==> src/common/video_defs.svh <==
// ~~~~~~~~~~~~~~~~~~~~~~~~~~~~~~~~~~~~~~~~~~~~~~~~~
// Video mode timing and sprite geometry macros
// 640x480 at 60 Hz, one 8x8 sprite
// ~~~~~~~~~~~~~~~~~~~~~~~~~~~~~~~~~~~~~~~~~~~~~~~~~

`ifndef VIDEO_DEFS_SVH
`define VIDEO_DEFS_SVH

// Horizontal timing in pixels
`define H_ACTIVE 640
`define H_FRONT  16
`define H_SYNC   96
`define H_BACK   48
`define H_TOTAL  (`H_ACTIVE + `H_FRONT + `H_SYNC + `H_BACK)   // 800 pixels per line

// Vertical timing in lines
`define V_ACTIVE 480
`define V_FRONT  10
`define V_SYNC   2
`define V_BACK   33
`define V_TOTAL  (`V_ACTIVE + `V_FRONT + `V_SYNC + `V_BACK)   // 525 lines per frame

// Both syncs negative in this mode
`define SYNC_ACTIVE 1'b0

// Sprite size
`define SPR_WIDTH  8    // Pixels per row
`define SPR_HEIGHT 8    // Rows

`endif
==> src/common/sprite_pkg.sv <==
// ~~~~~~~~~~~~~~~~~~~~~~~~~~~~~~~~~~~~~~~~~~~~~~~~~
// Shared types for the sprite display
// Coordinates, colour indices, bitmap rows, palette
// ~~~~~~~~~~~~~~~~~~~~~~~~~~~~~~~~~~~~~~~~~~~~~~~~~

`include "video_defs.svh"

package sprite_pkg;

    localparam int CORD_W = 16;    // Screen coordinate width
    localparam int CIDX_W = 2;     // Bits per colour index

    typedef logic signed [CORD_W-1:0] coord_t;   // Signed so off-screen positions work
    typedef logic [CIDX_W-1:0] cidx_t;           // Index 0 is transparent

    // One bitmap row, pixel 0 in the low bits
    typedef logic [`SPR_WIDTH*CIDX_W-1:0] spr_row_t;

    typedef struct packed {
        logic [7:0] red;
        logic [7:0] green;
        logic [7:0] blue;
    } rgb_t;

    // Colours for indices 1 to 3
    localparam rgb_t PALETTE [1:3] = '{
        '{red: 8'hFF, green: 8'hCC, blue: 8'h00},   // Amber
        '{red: 8'h00, green: 8'hC0, blue: 8'hFF},   // Cyan
        '{red: 8'hF0, green: 8'hF0, blue: 8'hF0}    // Near white
    };

    // Shown wherever no sprite pixel lands
    localparam rgb_t BG_COLOUR = '{red: 8'h10, green: 8'h20, blue: 8'h48};

endpackage

==> src/logic/sprite_display_top.sv <==
// ~~~~~~~~~~~~~~~~~~~~~~~~~~~~~~~~~~~~~~~~~~~~~~~~~
// Sprite display top level
// Timing, bitmap store, sprite engine, output stage
// ~~~~~~~~~~~~~~~~~~~~~~~~~~~~~~~~~~~~~~~~~~~~~~~~~

`timescale 1ns/1ps

module sprite_display_top (
    input  logic                 clk_pix,
    input  logic                 reset,
    input  logic                 bmp_wr_en,
    input  logic [2:0]           bmp_wr_addr,
    input  sprite_pkg::spr_row_t bmp_wr_data,
    input  sprite_pkg::coord_t   spr_x,
    input  sprite_pkg::coord_t   spr_y,
    output logic [7:0]           red,
    output logic [7:0]           green,
    output logic [7:0]           blue,
    output logic                 hsync_out,
    output logic                 vsync_out,
    output logic                 de_out
);
    import sprite_pkg::*;

    // Raster from the timing generator
    coord_t   sx;
    coord_t   sy;
    logic     hsync;
    logic     vsync;
    logic     de;
    logic     line_start;
    logic     frame_start;

    // Row read port between engine and store
    logic     rd_en;
    logic [2:0] rd_addr;
    spr_row_t rd_data;

    cidx_t    spr_pix;    // One cycle behind sx

    display_timing display_timing_inst (
        .clk_pix     (clk_pix),
        .reset       (reset),
        .sx          (sx),
        .sy          (sy),
        .hsync       (hsync),
        .vsync       (vsync),
        .de          (de),
        .line_start  (line_start),
        .frame_start (frame_start)
    );

    sprite_store sprite_store_inst (
        .clk_pix (clk_pix),
        .wr_en   (bmp_wr_en),
        .wr_addr (bmp_wr_addr),
        .wr_data (bmp_wr_data),
        .rd_en   (rd_en),
        .rd_addr (rd_addr),
        .rd_data (rd_data)
    );

    sprite_engine sprite_engine_inst (
        .clk_pix     (clk_pix),
        .reset       (reset),
        .sx          (sx),
        .sy          (sy),
        .de          (de),
        .line_start  (line_start),
        .frame_start (frame_start),
        .spr_x       (spr_x),
        .spr_y       (spr_y),
        .rd_en       (rd_en),
        .rd_addr     (rd_addr),
        .rd_data     (rd_data),
        .spr_pix     (spr_pix)
    );

    // Two cycles from timing generator to pins
    pixel_output pixel_output_inst (
        .clk_pix   (clk_pix),
        .reset     (reset),
        .spr_pix   (spr_pix),
        .hsync     (hsync),
        .vsync     (vsync),
        .de        (de),
        .red       (red),
        .green     (green),
        .blue      (blue),
        .hsync_out (hsync_out),
        .vsync_out (vsync_out),
        .de_out    (de_out)
    );

endmodule

==> src/logic/pixel_output.sv <==
// ~~~~~~~~~~~~~~~~~~~~~~~~~~~~~~~~~~~~~~~~~~~~~~~~~
// Pixel output stage
// Palette lookup, blanking and sync alignment
// ~~~~~~~~~~~~~~~~~~~~~~~~~~~~~~~~~~~~~~~~~~~~~~~~~

`timescale 1ns/1ps

`include "video_defs.svh"

module pixel_output (
    input  logic              clk_pix,
    input  logic              reset,
    input  sprite_pkg::cidx_t spr_pix,
    input  logic              hsync,
    input  logic              vsync,
    input  logic              de,
    output logic [7:0]        red,
    output logic [7:0]        green,
    output logic [7:0]        blue,
    output logic              hsync_out,
    output logic              vsync_out,
    output logic              de_out
);
    import sprite_pkg::*;

    logic hsync_d;    // First delay stage, lines up with spr_pix
    logic vsync_d;
    logic de_d;
    rgb_t pix_rgb;

    // Palette lookup, index 0 falls through to background
    always_comb begin
        case (spr_pix)
            2'd1:    pix_rgb = PALETTE[1];
            2'd2:    pix_rgb = PALETTE[2];
            2'd3:    pix_rgb = PALETTE[3];
            default: pix_rgb = BG_COLOUR;
        endcase
        if (!de_d) begin
            pix_rgb = '0;    // Black in blanking
        end
    end

    // Two-stage sync delay
    always_ff @(posedge clk_pix) begin
        if (reset) begin
            hsync_d   <= ~`SYNC_ACTIVE;
            vsync_d   <= ~`SYNC_ACTIVE;
            de_d      <= 1'b0;
            hsync_out <= ~`SYNC_ACTIVE;
            vsync_out <= ~`SYNC_ACTIVE;
            de_out    <= 1'b0;
        end else begin
            hsync_d   <= hsync;
            vsync_d   <= vsync;
            de_d      <= de;
            hsync_out <= hsync_d;
            vsync_out <= vsync_d;
            de_out    <= de_d;
        end
    end

    // Colour registers, same cycle as the second sync stage
    always_ff @(posedge clk_pix) begin
        red   <= pix_rgb.red;
        green <= pix_rgb.green;
        blue  <= pix_rgb.blue;
    end

endmodule

==> src/sprite/sprite_engine.sv <==
// ~~~~~~~~~~~~~~~~~~~~~~~~~~~~~~~~~~~~~~~~~~~~~~~~~
// Sprite engine, one row fetch per scan line
// Shifts out a colour index per pixel at the sprite
// ~~~~~~~~~~~~~~~~~~~~~~~~~~~~~~~~~~~~~~~~~~~~~~~~~

`timescale 1ns/1ps

`include "video_defs.svh"

module sprite_engine (
    input  logic                 clk_pix,
    input  logic                 reset,
    input  sprite_pkg::coord_t   sx,
    input  sprite_pkg::coord_t   sy,
    input  logic                 de,
    input  logic                 line_start,
    input  logic                 frame_start,
    input  sprite_pkg::coord_t   spr_x,
    input  sprite_pkg::coord_t   spr_y,
    output logic                 rd_en,
    output logic [2:0]           rd_addr,
    input  sprite_pkg::spr_row_t rd_data,
    output sprite_pkg::cidx_t    spr_pix
);
    import sprite_pkg::*;

    localparam int CNT_W = $clog2(`SPR_WIDTH + 1);

    coord_t           x_lat;      // Position for the current frame
    coord_t           y_lat;
    coord_t           x_cur;
    coord_t           y_cur;
    coord_t           dy;         // Line offset into the sprite
    logic             fetch_d;    // rd_data valid this cycle
    spr_row_t         shifter;
    logic [CNT_W-1:0] draw_cnt;   // Pixels left after the current one
    logic             draw_start;
    logic             draw_on;

    // Position sampled once per frame
    always_ff @(posedge clk_pix) begin
        if (frame_start) begin
            x_lat <= spr_x;
            y_lat <= spr_y;
        end
    end

    // Frame start shares its cycle with the first line start,
    // so the new position is used directly there
    assign x_cur = frame_start ? spr_x : x_lat;
    assign y_cur = frame_start ? spr_y : y_lat;
    assign dy    = sy - y_cur;

    // Row fetch at line start when the line crosses the sprite
    assign rd_en   = line_start && (dy >= 0) && (dy < `SPR_HEIGHT);
    assign rd_addr = dy[2:0];

    always_ff @(posedge clk_pix) begin
        if (reset) begin
            fetch_d <= 1'b0;
        end else begin
            fetch_d <= rd_en;    // Store answers one cycle later
        end
    end

    // Draw window opens when the beam reaches the sprite column
    // Row lands two cycles after line start, so x must be 2 or more
    assign draw_start = de && (sx == x_cur) && (draw_cnt == '0);
    assign draw_on    = de && (draw_start || (draw_cnt != '0));

    // Pixel shifter, pixel 0 leaves first
    always_ff @(posedge clk_pix) begin
        if (reset || line_start) begin
            shifter <= '0;    // Lines without a fetch stay transparent
        end else if (fetch_d) begin
            shifter <= rd_data;
        end else if (draw_on) begin
            shifter <= shifter >> CIDX_W;
        end
    end

    // Index output and pixel count
    always_ff @(posedge clk_pix) begin
        if (reset) begin
            draw_cnt <= '0;
            spr_pix  <= '0;
        end else begin
            spr_pix <= draw_on ? shifter[CIDX_W-1:0] : '0;
            if (!de) begin
                draw_cnt <= '0;    // Cut off at end of active video, no wrap
            end else if (draw_start) begin
                draw_cnt <= CNT_W'(`SPR_WIDTH - 1);
            end else if (draw_cnt != '0) begin
                draw_cnt <= draw_cnt - 1'b1;
            end
        end
    end

endmodule

==> src/sprite/sprite_store.sv <==
// ~~~~~~~~~~~~~~~~~~~~~~~~~~~~~~~~~~~~~~~~~~~~~~~~~
// Sprite bitmap store, one entry per row
// Synchronous write, registered read
// ~~~~~~~~~~~~~~~~~~~~~~~~~~~~~~~~~~~~~~~~~~~~~~~~~

`timescale 1ns/1ps

`include "video_defs.svh"

module sprite_store (
    input  logic                 clk_pix,
    input  logic                 wr_en,
    input  logic [2:0]           wr_addr,
    input  sprite_pkg::spr_row_t wr_data,
    input  logic                 rd_en,
    input  logic [2:0]           rd_addr,
    output sprite_pkg::spr_row_t rd_data
);
    import sprite_pkg::*;

    // Row memory, contents come from the write port only
    spr_row_t mem [`SPR_HEIGHT];

    // Write port
    // Accepted on any cycle with wr_en high
    always_ff @(posedge clk_pix) begin
        if (wr_en) begin
            mem[wr_addr] <= wr_data;
        end
    end

    // Read port, data one cycle after rd_en
    // Same-row write in the same cycle returns the old row
    always_ff @(posedge clk_pix) begin
        if (rd_en) begin
            rd_data <= mem[rd_addr];
        end
    end

endmodule

==> src/timing/display_timing.sv <==
// ~~~~~~~~~~~~~~~~~~~~~~~~~~~~~~~~~~~~~~~~~~~~~~~~~
// Display timing generator for 640x480
// Raster position, syncs, data enable and strobes
// ~~~~~~~~~~~~~~~~~~~~~~~~~~~~~~~~~~~~~~~~~~~~~~~~~

`timescale 1ns/1ps

`include "video_defs.svh"

module display_timing (
    input  logic               clk_pix,
    input  logic               reset,
    output sprite_pkg::coord_t sx,
    output sprite_pkg::coord_t sy,
    output logic               hsync,
    output logic               vsync,
    output logic               de,
    output logic               line_start,
    output logic               frame_start
);
    import sprite_pkg::*;

    // Sync windows, active video first then porch, sync, porch
    localparam int HS_START = `H_ACTIVE + `H_FRONT;
    localparam int HS_END   = HS_START + `H_SYNC;
    localparam int VS_START = `V_ACTIVE + `V_FRONT;
    localparam int VS_END   = VS_START + `V_SYNC;

    coord_t h_cnt;    // Runs one cycle ahead of sx
    coord_t v_cnt;
    logic   hs_on;
    logic   vs_on;

    assign hs_on = (h_cnt >= HS_START) && (h_cnt < HS_END);
    assign vs_on = (v_cnt >= VS_START) && (v_cnt < VS_END);

    // Raster counters
    always_ff @(posedge clk_pix) begin
        if (reset) begin
            h_cnt <= '0;
            v_cnt <= '0;
        end else if (h_cnt == coord_t'(`H_TOTAL - 1)) begin
            h_cnt <= '0;    // Next line
            if (v_cnt == coord_t'(`V_TOTAL - 1)) begin
                v_cnt <= '0;    // Next frame
            end else begin
                v_cnt <= v_cnt + coord_t'(1);
            end
        end else begin
            h_cnt <= h_cnt + coord_t'(1);
        end
    end

    // Output registers
    // First cycle out of reset presents position 0,0 with both strobes
    always_ff @(posedge clk_pix) begin
        if (reset) begin
            sx          <= '0;
            sy          <= '0;
            hsync       <= ~`SYNC_ACTIVE;    // Held inactive
            vsync       <= ~`SYNC_ACTIVE;
            de          <= 1'b0;
            line_start  <= 1'b0;
            frame_start <= 1'b0;
        end else begin
            sx          <= h_cnt;
            sy          <= v_cnt;
            hsync       <= hs_on ? `SYNC_ACTIVE : ~`SYNC_ACTIVE;
            vsync       <= vs_on ? `SYNC_ACTIVE : ~`SYNC_ACTIVE;   // Whole lines
            de          <= (h_cnt < `H_ACTIVE) && (v_cnt < `V_ACTIVE);
            line_start  <= (h_cnt == '0);
            frame_start <= (h_cnt == '0) && (v_cnt == '0);
        end
    end

endmodule

==> config.mk <==
export PLATFORM = sky130hd
export DESIGN_NAME = sprite_display_top
export DESIGN_NICKNAME = d
export VERILOG_FILES = /design/src/common/sprite_pkg.sv /design/src/logic/sprite_display_top.sv /design/src/logic/pixel_output.sv /design/src/sprite/sprite_engine.sv /design/src/sprite/sprite_store.sv /design/src/timing/display_timing.sv
export VERILOG_INCLUDE_DIRS = /design/src /design/src/common
export SDC_FILE = /design/constraint.sdc
export NUM_CORES = 1
export LEC_CHECK = 0
export ABC_AREA = 1
export ABC_CLOCK_PERIOD_IN_PS = 3600
export BUFFER_PORTS_ARGS = -buffer_cell sky130_fd_sc_hd__buf_2
export CAP_MARGIN = 20
export CORE_AREA = 2 2 143 145
export CTS_BUF_LIST = sky130_fd_sc_hd__clkbuf_4 sky130_fd_sc_hd__clkbuf_8
export CTS_CLUSTER_DIAMETER = 50
export CTS_CLUSTER_SIZE = 28
export DETAILED_ROUTE_END_ITERATION = 10
export DIE_AREA = 0 0 145 147
export PLACE_DENSITY = 0.88
export SYNTH_ARGS = -nofsm -noshare
export SYNTH_HDL_FRONTEND = slang
export SYNTH_SLANG_ARGS = --single-unit
export TNS_END_PERCENT = 100
==> constraint.sdc <==
create_clock -name clk_pix -period 3.6 [get_ports clk_pix]
set_input_delay 0.18 -clock clk_pix [delete_from_list [all_inputs] [get_ports clk_pix]]
set_output_delay 0.18 -clock clk_pix [all_outputs]
set_load 0.02 [all_outputs]
==> results of run 1 <==
[layer usage]
layer | track usage | up-vias | wire, um
met5 | 0 | - | 0
met4 | 0.07624 | 0 | 594
met2 | 0.4319 | 358 | 12650
li1 | - | 4621 | -
met1 | 0.3170 | 4247 | 11010
met3 | 0.03509 | 63 | 1745
[per-stage QoR]
| stage | power [mW] | util | hold WS, ps | worst slack [ps] | std cells |
|---|---|---|---|---|---|
| finish | 7.691 | 0.6988 | 62.07 | 448.1 | 1739 |
| floorplan | 5.019 | - | 278.9 | 425.6 | 1341 |
| global route | 8.075 | 0.6988 | 65.67 | 109.4 | 1739 |
| CTS | 7.684 | 0.6986 | 4.290 | 295.5 | 1739 |
| detailed placement | 5.372 | 0.6412 | 403.5 | 268.7 | 1642 |
| global placement | 5.314 | 0.6412 | 391.5 | 371.3 | 1642 |
[area by class of cell]
class | instances | share of cell area
clock buffer | 28 | 0.02779
clock inverter | 22 | 0.02048
inverter | 153 | 0.04187
multi-input combinational | 849 | 0.3052
sequential | 284 | 0.5139
tap | 270 | 0.02436
timing repair buffer | 133 | 0.06641
[critical path: stages, from the launching register on]
cell	delay [ps]
dfxtp_1	380
inv_4	110
or2_2	280
o21ai_0	110
inv_1	110
fa_1	470
inv_1	80
nand3_1	90
nand2_1	130
nand2_1	80
nand2_1	100
nand2_1	70
nand2_1	60
nand2_1	40
nand2_1	50
inv_1	40
nor3_1	160
nand3_1	210
clkinvlp_4	320
[logic make-up after synthesis]
family                     count (synthesis)  share of synthesized area
DFF                                      284                     0.5834
other                                      1                  0.0003070
buffers and inverters                    208                    0.07293
xor gates and xnor gates                  10                   0.007170
muxes                                      2                   0.001639
and+or+nand+nor                          610                     0.2176
adders and majority gates                 27                    0.02827
AOI/OAI and AO/OA                        198                    0.08870
[how the worst min path moves through the flow]
stage                                         start                                      to
2_1_floorplan                        bmp_wr_data[0]   sprite_store_inst.mem[0][0]$_DFFE_PP_
3_3_place_gp   pixel_output_inst.hsync_d$_SDFF_PP1_  pixel_output_inst.hsync_out$_SDFF_PP1_
3_5_place_dp   display_timing_inst.vsync$_SDFF_PP1_    pixel_output_inst.vsync_d$_SDFF_PP1_
4_1_cts                                    spr_y[8]     sprite_engine_inst.y_lat[8]$_DFF_P_
5_1_grt                                    spr_y[1]     sprite_engine_inst.y_lat[1]$_DFF_P_
6_report                                   spr_y[1]     sprite_engine_inst.y_lat[1]$_DFF_P_
[power by group]
| part | internal (mW) | switching, mW |
|---|---|---|
| Clock | 1.09 | 1.21 |
| Sequential | 3.62 | 0.0666 |
| Combinational | 0.564 | 1.14 |
| Total | 5.28 | 2.42 |
[placed cells by master (no fill, tap or decap), types with 8 or more instances in the layout]
cell type | netlist | layout
nand2_1 | 220 | 220
nor2_1 | 228 | 220
inv_1 | 151 | 150
edfxtp_1 | 144 | 144
dfxtp_1 | 140 | 140
o21ai_0 | 102 | 102
buf_2 | 2 | 78
nand3_1 | 51 | 51
dlygate4sd3_1 | 0 | 47
a21oi_1 | 40 | 40
clkbuf_8 | 0 | 28
or2_2 | 27 | 27
ha_1 | 26 | 25
nor3_1 | 23 | 23
nand2_2 | 18 | 18
o22ai_1 | 17 | 17
a31oi_1 | 17 | 17
nand4_1 | 17 | 17
nor2_2 | 2 | 10
buf_4 | 15 | 8
[Yosys cell counts, types with 2 or more instances]
cell / n / share of area
o21ai_1: 6 / 0.0025
edfxtp_1: 144 / 0.35
nor2_2: 2 / 0.0010
xnor2_1: 5 / 0.0036
nand3_2: 7 / 0.0057
dfxtp_1: 140 / 0.23
a21oi_2: 7 / 0.0050
nand2_4: 3 / 0.0028
clkbuf_1: 31 / 0.0095
or2_2: 27 / 0.014
inv_1: 151 / 0.046
a31oi_1: 17 / 0.0087
nand3_1: 51 / 0.021
mux2i_1: 2 / 0.0016
nor2_1: 228 / 0.070
a21oi_1: 40 / 0.016
nand2_1: 220 / 0.068
xor2_1: 5 / 0.0036
o22ai_1: 17 / 0.0087
nand3b_1: 3 / 0.0018
o211ai_1: 3 / 0.0018
buf_6: 5 / 0.0046
nor3b_1: 3 / 0.0018
buf_4: 15 / 0.0092
nand4_1: 17 / 0.0087
a211oi_1: 3 / 0.0018
nand2_2: 18 / 0.0092
nor4_1: 5 / 0.0026
ha_1: 26 / 0.027
nor3_1: 23 / 0.0094
buf_2: 2 / 0.00082
o21ai_0: 102 / 0.042
[state kept, by name, indices dropped and copies added (netlist names), 2 cells and up]
| register | flops |
|---|---|
| pixel_output_inst.green | 3 |
| sprite_store_inst.rd_data | 16 |
| sprite_engine_inst.x_lat | 16 |
| sprite_engine_inst.draw_cnt | 4 |
| pixel_output_inst.red | 3 |
| display_timing_inst.sy | 16 |
| sprite_engine_inst.spr_pix | 2 |
| display_timing_inst.sx | 16 |
| sprite_store_inst.mem | 128 |
| sprite_engine_inst.y_lat | 16 |
| display_timing_inst.h_cnt | 16 |
| display_timing_inst.v_cnt | 16 |
| sprite_engine_inst.shifter | 16 |
| pixel_output_inst.blue | 4 |
[repair_timing]
action | CTS | global route
hold buffers | 47 | 0
endpoints found under the setup margin | 0 | 16
endpoints found under the hold margin | 159 | 0
gates resized for setup | 0 | 1
==> impl_metrics.tcl, run 1 <==
set metrics [dict create \
    io_pins 81 \
    tightest_slew_ps 1102 \
    grt_overflow 0 \
    initial_core_util 0.6156 \
    synth_cells 1340 \
    endpoint "sprite_store_inst.rd_data[9]$_DFFE_PP_" \
    grt_antenna_before_repair 0 \
    fin_area_um2 13870 \
    leakage_nw 5.601 \
    cp.required_ps 3880 \
    fp.coreArea_um2 19840 \
    fin_nets 1529 \
    cts_num_sinks 284 \
    vias 9289 \
    first_pass_iters 6 \
    yosys_warnings 0 \
    post-route-period-util 0.8755 \
    syn_area_per_cell_um2 9.116 \
    synth_edf_count 144 \
    rsz0062_at_grt "no" \
    r2r-start "display_timing_inst.frame_start$_SDFF_PP0_" \
    r2r_slack_ps 450 \
    die_area_um2 21320 \
    drt_iter0_drc 954 \
    wl_per_cell_um 14.95 \
    grt_pass1_vias 9075 \
    tns_ps 0 \
    power.density_nw_per_um2 554.7 \
    grt_pass1_wl_mm 42.91 \
    ys_async_sr_fraction 0 \
    regArea_um2 7127 \
    setup_viol_count_final 0 \
    cts_setup_buffers 0 \
    slew_violations 0 \
    hold_viol_final 0 \
    place_area_um2 12720 \
    fin_worst_skew_ps 54.76 \
    status "complete, no violations" \
    start_kind "flip-flop" \
    clkTransAtPathRegs_ps 100 \
    ir_worst_vdd_v 0.0004080 \
    synth_seq_cells 284 \
    clkLatencyLatePin_ps 600 \
    multi_input_area_um2 4232 \
    critPathKind "reg -> reg" \
    setup.worst_path.start "display_timing_inst.frame_start$_SDFF_PP0_" \
    via_per_inst 5.342 \
    grt_max_degree 65 \
    post-dp-hpwl_mm 16.20 \
    ys_types 44 \
    syn_area_um2 12220 \
    cts_tree "yes" \
    r2r_cells 18 \
    portBuffers 78 \
    area_growth_pct 13.52 \
    slew_headroom 0.2643 \
    drc 0 \
    die_w_um 145 \
    hold_path_depth 4 \
    post-route-min-period_ps 3152 \
    crit_path_end_kind "flip-flop" \
    drt.antenna.violating_nets 0 \
    yosys_most_used_dff "edfxtp_1" \
    cts_root_buf "clkbuf_8" \
    routed_wl_mm 25.99 \
    clk_path_buf_depth 3 \
    antenna_cells 0 \
    path_max_fanout 17 \
    cts_buffers 27 \
    drive_gt1_frac 0.1450 \
    cp.arrival_ps 3430 \
    placementRows 52 \
    hold_path.class "in -> reg" \
    cts_max_level 1 \
    max_freq_mhz 317.3 \
    reg2reg_to "sprite_store_inst.rd_data[9]$_DFFE_PP_" \
    fill_cells 1395 \
    gp_congestion 0.9234 \
    maxCapViolations 0 \
    die_h_um 147 \
    ys_seq_area_frac 0.5834 \
    grt_use_total 0.2454 \
]
No activity file was read; power rests on OpenSTA's default activity.
==> run 2: changes to the inputs <==
CTS_CLUSTER_DIAMETER = default   (was 50)
MAX_ROUTING_LAYER = met4   (was default)
SLEW_MARGIN = 20   (was default)
==> run 2 against run 1 <==
Net effect: combinational power barely moved; via count rose by 3.0%; utilization rose by 1.3 points; flip-flop and latch count did not move; die area did not move; critical path type unchanged; non-clock buffer count rose by 1; setup slack improved by 1.2 ps.
==> impl_metrics.tcl, run 2 (same netlist as run 1, synthesis figures left out) <==
set metrics [dict create \
    grt_max_degree 65 \
    cp_num_cells 18 \
    area_growth_pct 15.60 \
    clkLatencyLatePin_ps 570 \
    r2r_cells 18 \
    cp_cell_sequence "inv_4, or2_2, o21ai_0, inv_1, fa_1, inv_1, nand3_1, nand2_1, nand2_1, nand2_1, nand2_1, nand2_1, nand2_1, nand2_1, inv_1, nor3_1, nand3_1, clkinvlp_4" \
    sw_frac_of_total 0.3055 \
    first_pass_iters 6 \
    cpPeakStageDelay_ps 460 \
    slew_headroom 0.2641 \
    post-route-period-util 0.8752 \
    drt.antenna.violating_nets 0 \
    grt_pass1_vias 9440 \
    cp_slowest_cell "fa_1" \
    p_switching_mw 2.497 \
    drive_gt1_frac 0.1605 \
    die_w_um 145 \
    fill_cells 1364 \
    fin_nets 1548 \
    grt_pass1_wl_mm 44.75 \
    cp.buffers_inverters 5 \
    post-route-min-period_ps 3151 \
    portBuffers 78 \
    io_pins 81 \
    setup_viol_count_final 0 \
    cts_buffers 45 \
    tightest_slew_ps 1103 \
    cp.arrival_ps 3390 \
    hold_path.class "in -> reg" \
    die_h_um 147 \
    initial_core_util 0.6156 \
    internal_power_mw 5.677 \
    p_comb_frac 0.212 \
    cts_max_level 2 \
    fp.coreArea_um2 19840 \
    cp_top_family "simple AND/OR/NAND/NOR gates" \
    path_max_fanout 17 \
    via_per_inst 5.401 \
    setup_slack_ps 449.3 \
    drc 0 \
    crit_top_cell "nand2_1" \
    die_area_um2 21320 \
    clk_path_buf_depth 3 \
    cp.required_ps 3840 \
    rsz0062_at_grt "no" \
    grt_antenna_before_repair 0 \
    max_freq_mhz 317.4 \
    crit_path_end_kind "flip-flop" \
    final_cell_mix "220 x nand2_1, 220 x nor2_1, 150 x inv_1, 144 x edfxtp_1, 140 x dfxtp_1" \
    final_core_util 0.7116 \
    critPathKind "reg -> reg" \
    post-dp-hpwl_mm 16.59 \
    placementRows 52 \
    tns_ps 0 \
    routed_wl_mm 27.61 \
    dp_slack_ps 279.3 \
    cts_num_sinks 284 \
    clkTransAtPathRegs_ps 60 \
    cts_tree "yes" \
    maxCapViolations 0 \
    fin_worst_skew_ps 29.89 \
    wl_per_cell_um 15.58 \
    top_register "sprite_store_inst.mem" \
    grt_use_total 0.2670 \
    start_kind "flip-flop" \
    status "complete, no violations" \
    grt_overflow 0 \
    largest_reg_flops 128 \
    power.share.clock 0.336 \
    gp_congestion 0.9313 \
    ir_worst_vdd_v 0.0005216 \
    leakage_nw 5.757 \
    hold_path_depth 4 \
    antenna_cells 0 \
    r2r_slack_ps 450 \
    power.density_nw_per_um2 578.9 \
    seq_power_share 0.452 \
    slew_violations 0 \
    hold_viol_final 0 \
    drt_iter0_drc 987 \
    cts_root_buf "clkbuf_8" \
    vias 9570 \
]
-- run 2: cell count changes in the layout (fill, tap and decap cells not counted), moves of 2 or more --
cell,previous run,this run
inv_6,6,1
bufinv_16,4,0
clkinv_1,1,5
clkinv_4,2,0
inv_8,3,1
clkbuf_4,0,21
clkbuf_8,28,49
-- run 2: layout make-up --
| class | instances | area (um2) | share of cell area |
|---|---|---|---|
| inverter | 153 | 580.6 | 0.04111 |
| sequential | 284 | 7127 | 0.5047 |
| tap | 270 | 337.8 | 0.02392 |
| timing repair buffer | 134 | 930.9 | 0.06592 |
| multi-input combinational | 849 | 4237 | 0.3000 |
| clock inverter | 12 | 76.32 | 0.005405 |
| clock buffer | 70 | 832.0 | 0.05892 |
-- run 2: path summary, 6_finish.rpt --
check,from,endpoint
max reg2reg,display_timing_inst.frame_start$_SDFF_PP0_,sprite_store_inst.rd_data[5]$_DFFE_PP_
min reg2reg,pixel_output_inst.hsync_d$_SDFF_PP1_,pixel_output_inst.hsync_out$_SDFF_PP1_
min,spr_y[1],sprite_engine_inst.y_lat[1]$_DFF_P_
max,display_timing_inst.frame_start$_SDFF_PP0_,sprite_store_inst.rd_data[5]$_DFFE_PP_
-- run 2: power by group through the flow --
| stage | Clock [mW] | Combinational, mW | Sequential [mW] |
|---|---|---|---|
| 2_1_floorplan | 0 | 1.27 | 3.75 |
| 3_3_place_gp | 0 | 1.56 | 3.76 |
| 3_5_place_dp | 0 | 1.62 | 3.76 |
| 4_1_cts | 2.76 | 1.69 | 3.70 |
| 5_1_grt | 2.91 | 1.91 | 3.71 |
| 6_report | 2.74 | 1.74 | 3.70 |
-- run 2: metal layers --
layer,vias to the layer above,share of wire,track usage
met4,0,0.029,0.1153
li1,4666,-,-
met3,75,0.070,0.04565
met5,-,0,-
met1,4401,0.41,0.3216
met2,428,0.49,0.4471
-- run 2: what timing repair did --
action | 4_1_cts | 5_1_grt
endpoints found under the setup margin | 0 | 16
buffers inserted | 0 | 0
hold endpoints to repair | 160 | 0
hold buffers | 48 | 0
resized for setup | 0 | 1
-- run 2: worst reg2reg max path, delay by kind of cell, from the launching register on --
kind                     cells  cell delay (ps)
AND/OR/NAND/NOR             11             1250
buffers and inverters        5              640
adder cells (fa/ha/maj)      1              460
flip-flops                   1              370
AO/OA/AOI/OAI                1              110
-- run 2: metrics by stage --
step / instance area [um2] / power [mW] / hold slack, ps / cells
3_5_place_dp: 12720 / 5.387 / 403.4 / 1642
6_report: 14120 / 8.175 / 44.71 / 1772
5_1_grt: 14120 / 8.533 / 88.44 / 1772
3_3_place_gp: 12720 / 5.315 / 391.6 / 1642
2_1_floorplan: 12220 / 5.019 / 278.9 / 1341
4_1_cts: 14110 / 8.144 / 29.62 / 1772
==> run 3: changes to the inputs <==
BUFFER_PORTS_ARGS = -buffer_cell sky130_fd_sc_hd__buf_4   (was -buffer_cell sky130_fd_sc_hd__buf_2)
==> run 3 against run 2 <==
Net effect: setup slack got worse by 42 ps; power rose by 0.68%; clock skew fell by 1.2 ps; critical path depth did not move.
==> impl_metrics.tcl, run 3 (same netlist as run 1, synthesis figures left out) <==
set metrics [dict create \
    grt_overflow 0 \
    slew_violations 0 \
    wl_per_cell_um 15.36 \
    grt_antenna_before_repair 0 \
    cts_tree "yes" \
    fin_nets 1547 \
    tightest_slew_ps 1148 \
    post-route-min-period_ps 3192 \
    cts_buffers 45 \
    grt_use_total 0.2629 \
    area_growth_pct 17.28 \
    post-route-period-util 0.8868 \
    gp_congestion 0.8842 \
    io_pins 81 \
    maxCapViolations 0 \
    largest_reg_flops 128 \
    cp.arrival_ps 3440 \
    dp_slack_ps 249.7 \
    hold_path.class "in -> reg" \
    power.total_mw 8.230 \
    fp.coreArea_um2 19840 \
    path_max_fanout 17 \
    hold_viol_final 0 \
    final_cell_mix "220 x nand2_1, 220 x nor2_1, 150 x inv_1, 144 x edfxtp_1, 140 x dfxtp_1" \
    top_register "sprite_store_inst.mem" \
    die_w_um 145 \
    via_per_inst 5.368 \
    ir_worst_vdd_v 0.0004532 \
    clkTransAtPathRegs_ps 60 \
    grt_pass1_wl_mm 44.06 \
    crit_path_end_kind "flip-flop" \
    drt_iter0_drc 962 \
    fin_worst_skew_ps 28.73 \
    placementRows 52 \
    die_h_um 147 \
    cp.required_ps 3850 \
    max_freq_mhz 313.2 \
    cts_max_level 2 \
    slew_headroom 0.2335 \
    drive_gt1_frac 0.1587 \
    grt_pass1_vias 9374 \
    routed_wl_mm 27.19 \
    setup_viol_count_final 0 \
    drt.antenna.violating_nets 0 \
    vias 9501 \
    die_area_um2 21320 \
    tns_ps 0 \
    cts_root_buf "clkbuf_8" \
    antenna_cells 0 \
    status "complete, no violations" \
    setup_slack_ps 407.5 \
    cts_num_sinks 284 \
    critPathKind "reg -> reg" \
    clk_path_buf_depth 3 \
    drc 0 \
    grt_max_degree 65 \
    rsz0062_at_grt "no" \
    portBuffers 78 \
    leakage_nw 5.807 \
    clkLatencyLatePin_ps 580 \
    start_kind "flip-flop" \
    initial_core_util 0.6156 \
    power.density_nw_per_um2 574.5 \
    post-dp-hpwl_mm 16.67 \
    first_pass_iters 6 \
]
[run 3: cell count changes in the layout (fill, tap and decap cells not counted), sizes merged]
cell,delta
clkinv,-2
dlygate4sd3,-1
inv,+1
[run 3: repair_timing]
| item | CTS | global route |
|---|---|---|
| endpoints found under the setup margin | 0 | 16 |
| buffers inserted | 0 | 0 |
| hold endpoints to repair | 159 | 0 |
| hold buffers | 47 | 0 |
| resized for setup | 0 | 1 |
[run 3: final timing paths]
path / startpoint / to / slack [ps] / cells after the start
worst max-delay path: display_timing_inst.frame_start$_SDFF_PP0_ / sprite_store_inst.rd_data[9]$_DFFE_PP_ / 410 / 18
worst min register to register: pixel_output_inst.hsync_d$_SDFF_PP1_ / pixel_output_inst.hsync_out$_SDFF_PP1_ / 410 / 1
worst max register to register: display_timing_inst.frame_start$_SDFF_PP0_ / sprite_store_inst.rd_data[9]$_DFFE_PP_ / 410 / 18
worst min-delay path: spr_y[12] / sprite_engine_inst.y_lat[12]$_DFF_P_ / 30 / 4
[run 3: report_power, final]
group	internal, mW	total (mW)	switching, mW
Sequential	3.63	3.70	0.0712
Combinational	0.583	1.74	1.15
Clock	1.53	2.79	1.26
[run 3: final cells by class]
class | instances | area, um2
repair buffers | 133 | 1116
clock buffers | 70 | 857.1
flip-flops and latches | 284 | 7127
clock inverters | 11 | 76.32
fillers | 1323 | 5518
multi-input cells | 849 | 4232
inverters | 153 | 580.6
well taps | 270 | 337.8
[run 3: per-layer routing]
| metal | share of wire | global-route usage | up-vias |
|---|---|---|---|
| li1 | - | - | 4660 |
| met1 | 0.41 | 0.3132 | 4353 |
| met2 | 0.49 | 0.4469 | 424 |
| met3 | 0.073 | 0.04938 | 64 |
| met4 | 0.025 | 0.1015 | 0 |
| met5 | 0 | - | - |
[run 3: stage by stage]
step                        util  instances  instance area (um2)  hold WS (ps)
after floorplan                -       1341                12220         278.9
after global placement    0.6510       1642                12920         391.7
after detailed placement  0.6510       1642                12920         394.4
after CTS                 0.7218       1770                14320         11.39
after global routing      0.7219       1770                14330         66.55
final                     0.7219       1770                14330         26.41
[run 3: critical path, cell delays in order (launching register included)]
cell and delay, ps:
dfxtp_1 390, inv_4 110, or2_2 280, o21ai_0 110, inv_1 110, fa_1 470, inv_1 90, nand3_1 80
nand2_1 120, nand2_1 80, nand2_1 100, nand2_1 80, nand2_1 60, nand2_1 50, nand2_1 60, inv_1 30
nor3_1 150, nand3_1 190, clkinvlp_4 320
